`src/logic/tlul_mem_pkg.sv`:
```
////////////////////////////////////////
// TileLink-UL memory shared definitions
// Bus widths, opcodes, sizes, D params
////////////////////////////////////////
`default_nettype none

package tlul_mem_pkg;

    ////////////////////////////////////////
    // Bus geometry
    ////////////////////////////////////////
    localparam int XLEN   = 32;          // Data and address width
    localparam int STRB_W = XLEN / 8;    // One mask bit per byte lane
    localparam int SID_W  = 2;           // Source ID width

    // Opcode field of both channels
    typedef logic [2:0] tl_opcode_t;

    // Size field as log2 of byte count
    typedef logic [2:0] tl_size_t;

    ////////////////////////////////////////
    // Opcodes
    ////////////////////////////////////////
    // A channel
    localparam tl_opcode_t OP_GET       = 3'd4;
    localparam tl_opcode_t OP_PUT_FULL  = 3'd0;

    // D channel
    localparam tl_opcode_t OP_ACK       = 3'd0;
    localparam tl_opcode_t OP_ACK_DATA  = 3'd2;
    localparam tl_opcode_t OP_ACK_ERROR = 3'd7;   // Denied access response

    ////////////////////////////////////////
    // Size codes
    ////////////////////////////////////////
    localparam tl_size_t SZ_BYTE = 3'd0;   // 1 byte
    localparam tl_size_t SZ_HALF = 3'd1;   // 2 bytes
    localparam tl_size_t SZ_WORD = 3'd2;   // 4 bytes is the largest size

    // D channel param
    localparam logic [1:0] PARAM_OK     = 2'd0;
    localparam logic [1:0] PARAM_DENIED = 2'd2;

endpackage

`default_nettype wire
```
`src/logic/tlul_response_gen.sv`:
```
////////////////////////////////////////
// D-channel response stage
// Holds the response until the receiver takes it
////////////////////////////////////////
`timescale 1ns/1ns
`default_nettype none

module tlul_response_gen (
    input  wire                                  clk,
    input  wire                                  reset,

    // From execute stage
    input  wire                                  exec_valid,
    input  wire                                  exec_read,
    input  wire                                  exec_denied,
    input  wire tlul_mem_pkg::tl_size_t          exec_size,
    input  wire [tlul_mem_pkg::SID_W-1:0]        exec_source,
    input  wire [tlul_mem_pkg::XLEN-1:0]         exec_data,

    // D channel
    output logic                                 d_valid,
    input  wire                                  d_ready,
    output tlul_mem_pkg::tl_opcode_t             d_opcode,
    output logic [1:0]                           d_param,
    output tlul_mem_pkg::tl_size_t               d_size,
    output logic [tlul_mem_pkg::SID_W-1:0]       d_source,
    output logic [tlul_mem_pkg::XLEN-1:0]        d_data,
    output logic                                 d_corrupt,
    output logic                                 d_denied,

    // Back to decode stage
    output logic                                 resp_done
);

    import tlul_mem_pkg::*;

    tl_opcode_t resp_opcode;
    logic [1:0] resp_param;

    // Handshake completes this cycle
    assign resp_done = d_valid && d_ready;

    // No corrupt responses from this memory
    assign d_corrupt = 1'b0;

    // Opcode and param from the outcome
    always_comb begin
        if (exec_denied) begin
            resp_opcode = OP_ACK_ERROR;
            resp_param  = PARAM_DENIED;
        end else if (exec_read) begin
            resp_opcode = OP_ACK_DATA;
            resp_param  = PARAM_OK;
        end else begin
            resp_opcode = OP_ACK;
            resp_param  = PARAM_OK;
        end
    end

    ////////////////////////////////////////
    // D-channel registers
    ////////////////////////////////////////
    always_ff @(posedge clk or posedge reset) begin
        if (reset) begin
            d_valid  <= 1'b0;
            d_opcode <= OP_ACK;
            d_param  <= PARAM_OK;
            d_size   <= SZ_BYTE;
            d_source <= '0;
            d_data   <= '0;
            d_denied <= 1'b0;
        end else if (exec_valid) begin
            // New response held until taken
            d_valid  <= 1'b1;
            d_opcode <= resp_opcode;
            d_param  <= resp_param;
            d_size   <= exec_size;      // Echo request
            d_source <= exec_source;
            d_data   <= exec_data;
            d_denied <= exec_denied;
        end else if (resp_done) begin
            d_valid  <= 1'b0;           // Cleared once taken
            d_opcode <= OP_ACK;
            d_param  <= PARAM_OK;
            d_size   <= SZ_BYTE;
            d_source <= '0;
            d_data   <= '0;
            d_denied <= 1'b0;
        end
    end

endmodule

`default_nettype wire

```
`config.mk`:
```
export PLATFORM = sky130hd
export DESIGN_NAME = tlul_response_gen
export DESIGN_NICKNAME = d
export VERILOG_FILES = /design/src/logic/tlul_mem_pkg.sv /design/src/logic/tlul_response_gen.sv
export SDC_FILE = /design/constraint.sdc
export NUM_CORES = 1
export LEC_CHECK = 0
export ABC_CLOCK_PERIOD_IN_PS = 1450
export BUFFER_PORTS_ARGS = -buffer_cell sky130_fd_sc_hd__buf_2
export CELL_PAD_IN_SITES_DETAIL_PLACEMENT = 1
export CELL_PAD_IN_SITES_GLOBAL_PLACEMENT = 2
export CORE_MARGIN = 5
export CORE_UTILIZATION = 25
export CTS_BUF_LIST = sky130_fd_sc_hd__clkbuf_4 sky130_fd_sc_hd__clkbuf_8 sky130_fd_sc_hd__clkbuf_16
export DETAILED_ROUTE_END_ITERATION = 10
export HOLD_SLACK_MARGIN = 0.05
export PLACE_DENSITY = 0.77
export SYNTH_ARGS = -nofsm -noshare
export SYNTH_HDL_FRONTEND = slang
export SYNTH_SLANG_ARGS = --single-unit
export TNS_END_PERCENT = 100
```
`constraint.sdc`:
```
create_clock -name clk -period 1.45 [get_ports clk]
set_input_delay 0.29 -clock clk [delete_from_list [all_inputs] [get_ports clk]]
set_output_delay 0.29 -clock clk [all_outputs]
set_load 0.05 [all_outputs]
```
* Word level (Yosys, flattened, before mapping) *
Cells that the tools add are included.

word-level totals
  output and inout bits = 46
  bits of input ports = 43
  flip-flop bits (word level) = 44

cells by class
  multiplexer cells = 14
  reduce and logical (&&, ||, !) cells = 2

operator list
  kind                count
  2-to-1 mux 32 bit   2
  2-to-1 mux 3 bit    4
  2-to-1 mux 2 bit    5
  2-to-1 mux 1 bit    3
  nonzero test 2 bit  1
  logical AND 1 bit   1

* Logic depth before layout (Yosys ltp) *
  depth in word-level cells = 3
  depth in mapped cells = 4
  gate-level depth less buffers = 2

* Least setup slack after synthesis *
Ideal clock, no wire load.

  path kind = register to output
  start = reg d_valid
  end = out resp_done
  required time = 1.160 ns
  arrival = 1.188 ns
  cell stages (with the launch flop) = 3
  setup slack = -0.028 ns
  cells stage by stage = dfrtp_1 > and2_1 > buf_2

between the ends
  word-level cells in the longest chain between the ends = 1

RTL lines
  item                    line                     RTL
  start, declared         tlul_response_gen.sv:21  output logic d_valid,
  start signal, assigned  tlul_response_gen.sv:65  d_valid <= 1'b0;
  start signal, assigned  tlul_response_gen.sv:74  d_valid <= 1'b1;
  start signal, assigned  tlul_response_gen.sv:82  d_valid <= 1'b0;
  logical AND 1 bit       tlul_response_gen.sv:41  assign resp_done = d_valid && d_ready;
  end, declared           tlul_response_gen.sv:32  output logic resp_done

No other way between the ends.

* Final worst setup path *
Ends and elaborated chain as after synthesis.

==> results.json <==
{
  "status": "finished, final reports clean",
  "cp-end-kind": "output port",
  "numPortBuffers": 86,
  "postCtsSetupBuffers": 0,
  "core_um2": 7250,
  "fin_crit_sh": 0.964,
  "finalMaxSlewViolations": 0,
  "wire_per_inst_um": 12.9,
  "cts_htree_levels": 2,
  "yosysSeqAreaShare": 0.535,
  "cp_top_family": "flip-flops",
  "p_leak_nw": 1.21,
  "cpMaxStageDelayCell": "dfrtp_2",
  "grtUsageTotal": 0.100,
  "busiest_layer": "met2",
  "r2r_slack_ps": 340,
  "vias": 1513,
  "dr.pass1.iters": 4,
  "grt_remaining_overflow": 0,
  "ir_drop_uv": 453,
  "remaining_drc_errors": 0,
  "diodes": 0,
  "grt_pass1_wl_um": 7310,
  "grt_max_degree": 80,
  "cp_max_fo": 3,
  "pin_count": 89,
  "vias_per_cell": 4.19,
  "cp.buffers_inverters": 1,
  "cp_slowest_stage_delay_ps": 420,
  "setup.worst_path.start_class": "flip-flop",
  "dp_hpwl_um": 3310,
  "period_minus_slack_ps": 1400,
  "drt_iter0_markers": 41,
  "cts_sinks": 40,
  "cts_tree": "done",
  "area_growth_pct": 30.7,
  "syn_area_per_cell_um2": 10.4,
  "hold_path.class": "in2reg",
  "antenna_found_initial": 0,
  "setup_violations": 0,
  "instances_no_fill": 361,
  "fp.dieArea_um2": 9310,
  "place_inst": 353,
  "clkLatencyLatePin_ps": 290,
  "rows": 31,
  "ys_ff_latch": 40,
  "dieHeight_um": 96.5,
  "routed_wl_um": 4660,
  "grt_setup_unrepaired": "no",
  "max_freq_ghz": 0.716,
  "grtUsageMet3": 0.0356,
  "powerDensity_nw_per_um2": 1130,
  "layout-drive-gt1-share": 0.538,
  "globalRouteMet2Util": 0.167,
  "layout.nets": 305,
  "synth.distinct_cells": 15,
  "worst-setup-path-type": "reg2out",
  "finalSetupTns_ps": 0,
  "use_met1": 0.121,
  "floorplan.initialDensity": 0.258,
  "synth_cells": 179,
  "cap_violations": 0,
  "cts_buffer_depth": 2,
  "die_w_um": 96.5,
  "timing.hold.ws_ps": 201,
  "yosysWarnings": 0,
  "clk_pin_slew_ps": 80,
  "cp.arrival_ps": 1110,
  "required_ps": 1160,
  "syn_area_um2": 1870,
  "skew_ps": 6.79,
  "grt_pass1_vias": 1577,
  "postRouteAntennaNets": 0,
  "cp_cell_sequence": "and2_2 > buf_4",
  "cts-root-buf": "clkbuf_8",
  "cts_buffers": 5,
  "hold_viol": 0,
  "place_congestion": 0.636
}
==> cells by family after synthesis <==
group,count (synthesis),synth area share
simple gates,78,0.237
compound gates,41,0.151
buf+inv,19,0.0743
other cells,1,0.00201
flops,40,0.535
==> placed cells by master, fill, tap and decap left out, drive strengths merged <==
cell,netlist,layout
buf,14,91
dfrtp,40,40
o21ai,40,40
nand2b,39,39
nand2,38,38
clkbuf,3,6
conb,1,2
inv,2,2
and2,1,1
a21o,1,1
clkinv,0,1
dlygate4sd3,0,1
==> metal layers <==
metal / routed length [um] / vias to the layer above / share of wire
met5: 0 / - / 0
met3: 405 / 6 / 0.087
met2: 2170 / 55 / 0.47
met4: 48 / 0 / 0.010
met1: 2030 / 725 / 0.44
li1: - / 727 / -
==> area by class of cell <==
type / count / area, um^2
sequential: 40 / 1000
timing repair buffer: 92 / 493
multi-input combinational: 121 / 734
fill: 870 / 4810
clock buffer: 6 / 76.3
inverter: 2 / 7.51
clock inverter: 1 / 5.00
tap: 99 / 124
==> what timing repair did <==
item,in CTS,in global routing
endpoints found under the setup margin,0,1
endpoints found under the hold margin,40,0
hold buffers,1,0
gates resized for setup,0,2
==> worst paths after layout <==
path | start | endpoint | cells after the start
min | exec_source[1] | d_source[1] | 3
min reg2reg | d_opcode[1] | d_opcode[1] | 2
min in group asynchronous | reset | d_data[22] | 4
max | d_valid | resp_done | 2
max reg2reg | d_valid | d_size[2] | 3
max in group asynchronous | reset | d_valid | 4
==> synth_stat cells, drive strengths merged <==
| library cell | n | area (um^2) |
|---|---|---|
| nand2 | 38 | 193 |
| dfrtp | 40 | 1000 |
| o21ai | 40 | 275 |
| inv | 2 | 7.51 |
| buf | 14 | 119 |
| a21o | 1 | 7.51 |
| nand2b | 39 | 244 |
| conb | 1 | 3.75 |
| and2 | 1 | 6.26 |
| clkbuf | 3 | 12.5 |
==> where the power goes <==
part | total [mW] | switching, mW | internal (mW)
combinational | 0.795 | 0.588 | 0.207
clock | 0.720 | 0.373 | 0.346
sequential | 1.26 | 0.0493 | 1.21
total | 2.77 | 1.01 | 1.76
==> metrics by stage <==
| step | power, mW | cell area [um^2] | worst slack, ps | util |
|---|---|---|---|---|
| after floorplan | 1.88 | 1870 | 112 | - |
| after global placement | 2.08 | 2350 | 362 | 0.324 |
| after detailed placement | 2.09 | 2350 | 331 | 0.324 |
| after CTS | 2.84 | 2440 | 10.7 | 0.336 |
| after global routing | 2.92 | 2440 | 9.81 | 0.337 |
| final | 2.77 | 2440 | 52.9 | 0.337 |
==> worst register-to-register path: cells and delay by family, from the launching register on <==
kind	cells	cell delay [ps]
AO/OA/AOI/OAI	1	180
buffers and inverters	1	230
flip-flops	1	420
AND/OR/NAND/NOR	1	210
==> sequential cells by signal, summed over array words and instances (netlist names) <==
name / flops
d_data: 32
d_size: 3
d_opcode: 2
d_source: 2
d_valid: 1
Note: power is estimated with default switching activity, not from simulation.
