--- src/logic/tlul_mem_pkg.sv ---
////////////////////////////////////////
// TileLink-UL memory shared definitions
// Bus widths, opcodes, sizes, D params
////////////////////////////////////////
`default_nettype none

package tlul_mem_pkg;

    ////////////////////////////////////////
    // Bus geometry
    ////////////////////////////////////////
    localparam int XLEN   = 32;          // Data and address width
    localparam int STRB_W = XLEN / 8;    // One mask bit per byte lane
    localparam int SID_W  = 2;           // Source ID width

    // Opcode field of both channels
    typedef logic [2:0] tl_opcode_t;

    // Size field as log2 of byte count
    typedef logic [2:0] tl_size_t;

    ////////////////////////////////////////
    // Opcodes
    ////////////////////////////////////////
    // A channel
    localparam tl_opcode_t OP_GET       = 3'd4;
    localparam tl_opcode_t OP_PUT_FULL  = 3'd0;

    // D channel
    localparam tl_opcode_t OP_ACK       = 3'd0;
    localparam tl_opcode_t OP_ACK_DATA  = 3'd2;
    localparam tl_opcode_t OP_ACK_ERROR = 3'd7;   // Denied access response

    ////////////////////////////////////////
    // Size codes
    ////////////////////////////////////////
    localparam tl_size_t SZ_BYTE = 3'd0;   // 1 byte
    localparam tl_size_t SZ_HALF = 3'd1;   // 2 bytes
    localparam tl_size_t SZ_WORD = 3'd2;   // 4 bytes is the largest size

    // D channel param
    localparam logic [1:0] PARAM_OK     = 2'd0;
    localparam logic [1:0] PARAM_DENIED = 2'd2;

endpackage

`default_nettype wire
--- src/logic/tlul_request_decode.sv ---
////////////////////////////////////////
// A-channel request decode
// Accepts, captures and validates one request
////////////////////////////////////////
`timescale 1ns/1ns
`default_nettype none

module tlul_request_decode #(
    parameter int MEM_BYTES = 1024
) (
    input  wire                                  clk,
    input  wire                                  reset,

    // A channel
    input  wire                                  a_valid,
    output logic                                 a_ready,
    input  wire tlul_mem_pkg::tl_opcode_t        a_opcode,
    input  wire tlul_mem_pkg::tl_size_t          a_size,
    input  wire [tlul_mem_pkg::SID_W-1:0]        a_source,
    input  wire [tlul_mem_pkg::XLEN-1:0]         a_address,
    input  wire [tlul_mem_pkg::STRB_W-1:0]       a_mask,
    input  wire [tlul_mem_pkg::XLEN-1:0]         a_data,

    // From result stage
    input  wire                                  resp_done,

    // To execute stage
    output logic                                 req_valid,
    output logic                                 req_read,
    output tlul_mem_pkg::tl_size_t               req_size,
    output logic [tlul_mem_pkg::SID_W-1:0]       req_source,
    output logic [tlul_mem_pkg::XLEN-1:0]        req_address,
    output logic [tlul_mem_pkg::XLEN-1:0]        req_data,
    output logic                                 req_denied
);

    import tlul_mem_pkg::*;

    localparam int CNT_W = $clog2(STRB_W + 1);   // Enough for a full mask count

    logic             busy;        // Request in flight until D handshake
    logic             accept;      // A handshake this cycle
    logic             is_read;
    logic [XLEN-1:0]  n_bytes;     // Access byte count
    logic [CNT_W-1:0] mask_ones;
    logic             size_bad;
    logic             range_bad;
    logic             mask_bad;

    // Population count of the write mask
    function automatic logic [CNT_W-1:0] count_ones(input logic [STRB_W-1:0] bits);
        logic [CNT_W-1:0] total;
        total = '0;
        for (int k = 0; k < STRB_W; k++) begin
            total = total + CNT_W'(bits[k]);
        end
        return total;
    endfunction

    assign a_ready = ~busy;
    assign accept  = a_valid && a_ready;
    assign is_read = (a_opcode == OP_GET);   // Anything else is a write

    ////////////////////////////////////////
    // Request checks
    ////////////////////////////////////////
    always_comb begin
        case (a_size)
            SZ_BYTE: n_bytes = XLEN'(1);
            SZ_HALF: n_bytes = XLEN'(2);
            default: n_bytes = XLEN'(STRB_W);   // Word or oversize
        endcase
        mask_ones = count_ones(a_mask);
        size_bad  = (a_size > SZ_WORD);
        // Last byte of the access must land inside the array
        range_bad = (a_address > (XLEN'(MEM_BYTES) - n_bytes));
        case (a_size)
            SZ_BYTE: mask_bad = (mask_ones != CNT_W'(1));
            SZ_HALF: mask_bad = (mask_ones != CNT_W'(2)) ||
                                !((a_mask[1:0] == 2'b11) || (a_mask[3:2] == 2'b11));
            SZ_WORD: mask_bad = (mask_ones != CNT_W'(STRB_W));
            default: mask_bad = 1'b1;
        endcase
    end

    // Busy flag and request strobe
    always_ff @(posedge clk or posedge reset) begin
        if (reset) begin
            busy      <= 1'b0;
            req_valid <= 1'b0;
        end else begin
            req_valid <= accept;                 // One-cycle pulse after acceptance
            if (accept) begin
                busy <= 1'b1;
            end else if (resp_done) begin
                busy <= 1'b0;                    // Free after D handshake
            end
        end
    end

    // Captured request fields
    always_ff @(posedge clk) begin
        if (accept) begin
            req_read    <= is_read;
            req_size    <= a_size;
            req_source  <= a_source;
            req_address <= a_address;
            req_data    <= a_data;
            req_denied  <= size_bad || range_bad || (!is_read && mask_bad); // Reads skip mask
        end
    end

endmodule

`default_nettype wire

--- config.mk ---
export PLATFORM = sky130hd
export DESIGN_NAME = tlul_request_decode
export DESIGN_NICKNAME = d
export VERILOG_FILES = /design/src/logic/tlul_mem_pkg.sv /design/src/logic/tlul_request_decode.sv
export SDC_FILE = /design/constraint.sdc
export NUM_CORES = 1
export LEC_CHECK = 0
export ABC_CLOCK_PERIOD_IN_PS = 3860
export BUFFER_PORTS_ARGS = -buffer_cell sky130_fd_sc_hd__buf_2
export CELL_PAD_IN_SITES_DETAIL_PLACEMENT = 1
export CELL_PAD_IN_SITES_GLOBAL_PLACEMENT = 2
export CORE_UTILIZATION = 26
export CTS_BUF_LIST = sky130_fd_sc_hd__clkbuf_4
export DETAILED_ROUTE_END_ITERATION = 6
export PLACE_DENSITY_LB_ADDON = 0.15
export SLEW_MARGIN = 20
export SYNTH_ARGS = -nofsm -noshare
export SYNTH_HDL_FRONTEND = slang
export SYNTH_SLANG_ARGS = --single-unit
export TNS_END_PERCENT = 30
--- constraint.sdc ---
create_clock -name clk -period 3.86 [get_ports clk]
set_clock_uncertainty 0.1 [all_clocks]
set_input_delay 0.193 -clock clk [delete_from_list [all_inputs] [get_ports clk]]
set_output_delay 0.193 -clock clk [all_outputs]
set_load 0.02 [all_outputs]
# Word level (Yosys, flattened, before mapping)
# Cells that the tools add are included.
# Widths: inputs -> output; s select.
dict set report word_totals {
  register_bits 73
  latch_bits 0
  ramBits 0
  rom_bits 0
  wordCells 37
  n_memories 0
}
dict set report classes {
  n_addsub 4
  multipliers 0
  n_div 0
  order_cmp 2
  eq_ne 8
  shifts 0
  muxes 4
  bitwise_logic 1
  reduce_logical 10
}
# cell n
set ops {}
lappend ops {{$gt 32x32->1} 1}
lappend ops {{$sub 11x32->32 const A} 1}
lappend ops {{$pmux 3 s2} 1}
lappend ops {{$eq 2x2->1 const B} 2}
lappend ops {{$logic_or 1x1->1} 4}
lappend ops {{$add 2x1->3} 1}
lappend ops {{$add 3x1->3} 1}
lappend ops {{$eq 3x1->1 const B} 1}
lappend ops {{$eq 3x2->1 const B} 1}
lappend ops {{$eq 3x3->1 const B} 1}
lappend ops {{$gt 3x2->1 const B} 1}
lappend ops {{$logic_not 3->1} 1}
lappend ops {{$ne 3x1->1 const B} 1}
lappend ops {{$ne 3x2->1 const B} 1}
lappend ops {{$ne 3x3->1 const B} 1}
lappend ops {{$pmux 1 s3} 1}
lappend ops {{$add 1x1->2} 1}
lappend ops {{$logic_and 1x1->1} 2}
lappend ops {{$logic_not 1->1} 2}
lappend ops {{$mux 1} 2}
lappend ops {{$reduce_bool 2->1} 1}
lappend ops {{$not 1->1} 1}

# Logic depth before layout (Yosys ltp)
dict set report depth {
  depth_word 8
  mapped_depth 7
}

# Worst setup path after synthesis
# Ideal clock, no wire load.
dict set report synth_timing {
  path_type {register to register}
  start {register busy}
  end {register req_address[0] in the netlist's numbering, enable pin}
  setup_time_ps 511
  arrival_time_ps 3578
  required_time_ps 3249
  slack_ps -329
  path_stages_with_launch 2
  n_path_buf 0
  period_less_slack_ps 4189
  path_cell_list {dfrtp_1 -> nor2b_1}
}
dict set report synth_via {
  elab_chain_cells 2
}
# item line
set synth_rtl {}
lappend synth_rtl {{start: declaration} tlul_request_decode.sv:41} ;# logic busy;
lappend synth_rtl {{start signal: assignment} tlul_request_decode.sv:89} ;# busy <= 1'b0;
lappend synth_rtl {{start signal: assignment} tlul_request_decode.sv:94} ;# busy <= 1'b1;
lappend synth_rtl {{start signal: assignment} tlul_request_decode.sv:96} ;# busy <= 1'b0;
lappend synth_rtl {{$not 1->1} tlul_request_decode.sv:60} ;# assign a_ready = ~busy;
lappend synth_rtl {{$logic_and 1x1->1} tlul_request_decode.sv:61} ;# assign accept = a_valid && a_ready;
lappend synth_rtl {{named net accept} tlul_request_decode.sv:42} ;# logic accept;
lappend synth_rtl {{end signal: assignment} tlul_request_decode.sv:107} ;# req_address <= a_address;
lappend synth_rtl {{end: declaration} tlul_request_decode.sv:32} ;# output logic [tlul_mem_pkg::XLEN-1:0] req_address,
# The timed path passes the listed nets, and every way through them passes these cells.
# A chain may end at the register's enable or synchronous reset.

# Worst setup path in the final report
dict set report layout_timing {
  start {input a_size[1]}
  end {register req_denied, data pin}
}
dict set report layout_via {
  elab_chain_cells 6
  word_cells_on_any_way 11
}
# item line
set layout_rtl {}
lappend layout_rtl {{start: declaration} tlul_request_decode.sv:18} ;# input wire tlul_mem_pkg::tl_size_t a_size,
lappend layout_rtl {{$eq 3x1->1 or $logic_not 3->1 (tied branches)} {tlul_request_decode.sv:68, tlul_request_decode.sv:77}}
lappend layout_rtl {{$pmux 3 s2} tlul_request_decode.sv:68} ;# case (a_size)
lappend layout_rtl {{$sub 11x32->32} tlul_request_decode.sv:76} ;# range_bad = (a_address > (XLEN'(MEM_BYTES) - n_bytes));
lappend layout_rtl {{$gt 32x32->1} tlul_request_decode.sv:76}
lappend layout_rtl {{$logic_or 1x1->1} tlul_request_decode.sv:109} ;# req_denied <= size_bad || range_bad || (!is_read && mask_bad);
lappend layout_rtl {{$logic_or 1x1->1 *} tlul_request_decode.sv:109}
lappend layout_rtl {{end signal: assignment} tlul_request_decode.sv:109}
lappend layout_rtl {{end: declaration} tlul_request_decode.sv:34} ;# output logic req_denied
# Every way passes the cells marked *; elsewhere a longest branch is shown, timed or not.

==> reports/metrics.yaml <==
use_met2: 0.247
netlist_area_sq_mm: 0.00253
grt_usage: 0.145
layout-drive-gt1-share: 0.471
finalMaxSlewViolations: 0
synth-compound-area-share: 0.0287
synth_top_family_by_area: "adder cells"
slowest_stage: "dlygate4sd3_1"
wl_per_cell_um: 14.7
ys_async_sr_fraction: 0.0274
grt_pass1_vias: 2136
synth-edff-count: 71
num_vias: 2012
cts_buffers: 9
io_pins: 153
fp.dieW_um: 101
path_clk_slew_ps: 130
rr_worst_depth: 2
synth-xor-area-share: 0
end_kind: "flop"
arrival_ps: 2240
hold-worst-slack_ps: 58.8
clk_path_buf_depth: 2
die_height_um: 101
drt_iter0_markers: 31
p_seq_frac: 0.548
hold_class: "in -> async"
io_buffer_count: 152
vdd_ir_drop_max_mv: 0.131
ys.flop_type: "edfxtp_1"
relSlewSlack: 0.486
rows: 35
grt_max_degree: 29
power.internal_uw: 1270
finalSetupViolCount: 0
r2r-end: "req_address[11]"
drc: 0
clock.fmax_mhz: 460
dieArea_sq_mm: 0.0101
synth_commonest_cells: "71 x edfxtp_1, 9 x ha_1, 5 x nor4_1"
synth_cell_type_count: 25
power_density_mw_per_mm2: 399
swShare: 0.267
ys_warn_count: 0
reg2reg_slack_ps: 1890
r2r_start: "busy"
pwr-share-comb: 0.168
synth_seq_area_share: 0.863
insertion_delay_ps: 410
htree_levels: 3
cts_root_buf: "clkbuf_4"
syn_avg_cell_area_sq_um: 21.3
finalCritPeriodShare: 0.563
critical_path_class: "in -> reg"
grt_pass1_wl_mm: 10.7
antenna_found_initial: 0
path_max_fanout: 5
synthMuxAreaShare: 0
antenna_left: 0
via_per_inst: 4.07
cpPeakStageDelay_ps: 540
gp_congestion: 0.692
rsz0062_at_grt: "no"
hpwlAfterDp_mm: 4.91
finalHoldViolCount: 0
firstDrtPassIters: 4
area_growth_pct: 72.3
met3_usage: 0.0541
cp-start-kind: "input port"
core_sq_mm: 0.00933
fin_nets: 450
cap_violations: 0
p_leak_uw: 0.00184
grtUsageMet1: 0.163
synth_seq_cells: 73
yosysMostFrequentCell: "edfxtp_1"
floorplan.initialDensity: 0.271
busiest_layer: "met2"
cts.sinks: 73
finalWirelength_mm: 7.24
tns_ps: 0
switching_power_uw: 464
diodes: 0
worstPathRequired_ps: 3930
outcome: "completed"
synth_simple_gate_area_frac: 0.0504
yosys.area.top_type_share: 0.843
synth_adder_area_share: 0.0524
post-synth-top-area-cell: "edfxtp_1"
cts_tree: "done"
netlist_instances: 119
worst_pin_slew_ps: 769
synth_area_leaders: "edfxtp_1 84%, ha_1 4.5%, dfrtp_1 2.0%"
p_clk_frac: 0.284
grt_overflow: 0
min_period_ps: 2170
cp_cell_sequence: "dlygate4sd3_1, buf_2, or2_2, ha_1, nor2b_1, nor3_1, o31ai_1, a2111o_1"
cts-resized-gates: 0
-- worst max path at each step --
stage | from | to | slack, ps | cells past startpoint
finish | a_size[1] | req_denied | 1690 | 8
global route | a_size[1] | req_denied | 1600 | 8
CTS | a_size[1] | req_denied | 1710 | 8
detailed placement | a_mask[0] | req_denied | 1460 | 8
global placement | a_mask[0] | req_denied | 1510 | 8
floorplan | busy | req_address[0] | 1070 | 1
-- flip-flops by register name, indices dropped and copies added, names as in the netlist --
signal	cells
req_denied	1
req_size	3
req_source	2
req_data	32
req_read	1
req_address	32
busy	1
req_valid	1
-- stage by stage --
| stage | power [uW] | util | instance area, sq um | worst slack (ps) | std cells |
|---|---|---|---|---|---|
| floorplan | 1090 | - | 2540 | 1070 | 122 |
| global placement | 1200 | 0.374 | 3490 | 1510 | 405 |
| detailed placement | 1210 | 0.374 | 3490 | 1460 | 405 |
| CTS | 1760 | 0.467 | 4360 | 1710 | 494 |
| global route | 1820 | 0.467 | 4360 | 1600 | 494 |
| finish | 1740 | 0.467 | 4360 | 1690 | 494 |
-- cells in the final DEF (no fill, tap or decap), drive strengths merged, types with 4 or more instances in the layout --
| master | instances |
|---|---|
| buf | 154 |
| edfxtp | 71 |
| ha | 9 |
| clkbuf | 10 |
| dlygate4sd3 | 73 |
| inv | 4 |
| nor4 | 5 |
| nor2 | 4 |
| conb | 4 |
-- power groups by stage --
stage	registers, uW	logic (uW)	clock network (uW)
after floorplan	1040	46.5	0
after global placement	968	232	0
after detailed placement	971	235	0
after CTS	953	294	511
after global routing	958	317	544
final	952	292	493
-- critical path, delay by kind of cell --
family	cells	cell delay (ps)
fa+ha+maj	1	290
buf+inv	2	690
compound gates	2	500
simple gates	3	570
-- routing by layer --
metal | up-vias | wire length, um | share of wire
met1 | 943 | 2930 | 0.40
met3 | 10 | 665 | 0.092
li1 | 955 | - | -
met5 | - | 0 | 0
met2 | 104 | 3540 | 0.49
met4 | 0 | 114 | 0.016
-- what timing repair did --
| item | 4_1_cts | 5_1_grt |
|---|---|---|
| endpoints found under the hold margin | 73 | 0 |
| hold buffers | 73 | 0 |
| buffers inserted | 0 | 0 |
| setup endpoints to repair | 0 | 0 |
-- area by class of cell --
| cell class | instances | area (sq um) |
|---|---|---|
| Tap cell | 129 | 161 |
| Multi-Input combinational cell | 46 | 355 |
| Clock buffer | 10 | 75.1 |
| Clock inverter | 6 | 67.6 |
| Timing Repair Buffer | 227 | 1510 |
| Sequential cell | 73 | 2180 |
| Inverter | 3 | 11.3 |
| Fill cell | 1009 | 4970 |
-- cell families (layout without fill, tap and decap cells) --
| family | count (synthesis) | in the layout |
|---|---|---|
| other cells | 1 | 4 |
| buf+inv | 3 | 246 |
| simple gates | 22 | 22 |
| fa+ha+maj | 10 | 10 |
| compound gates | 10 | 10 |
| flops | 73 | 73 |
(Power assumes the default switching activity.)
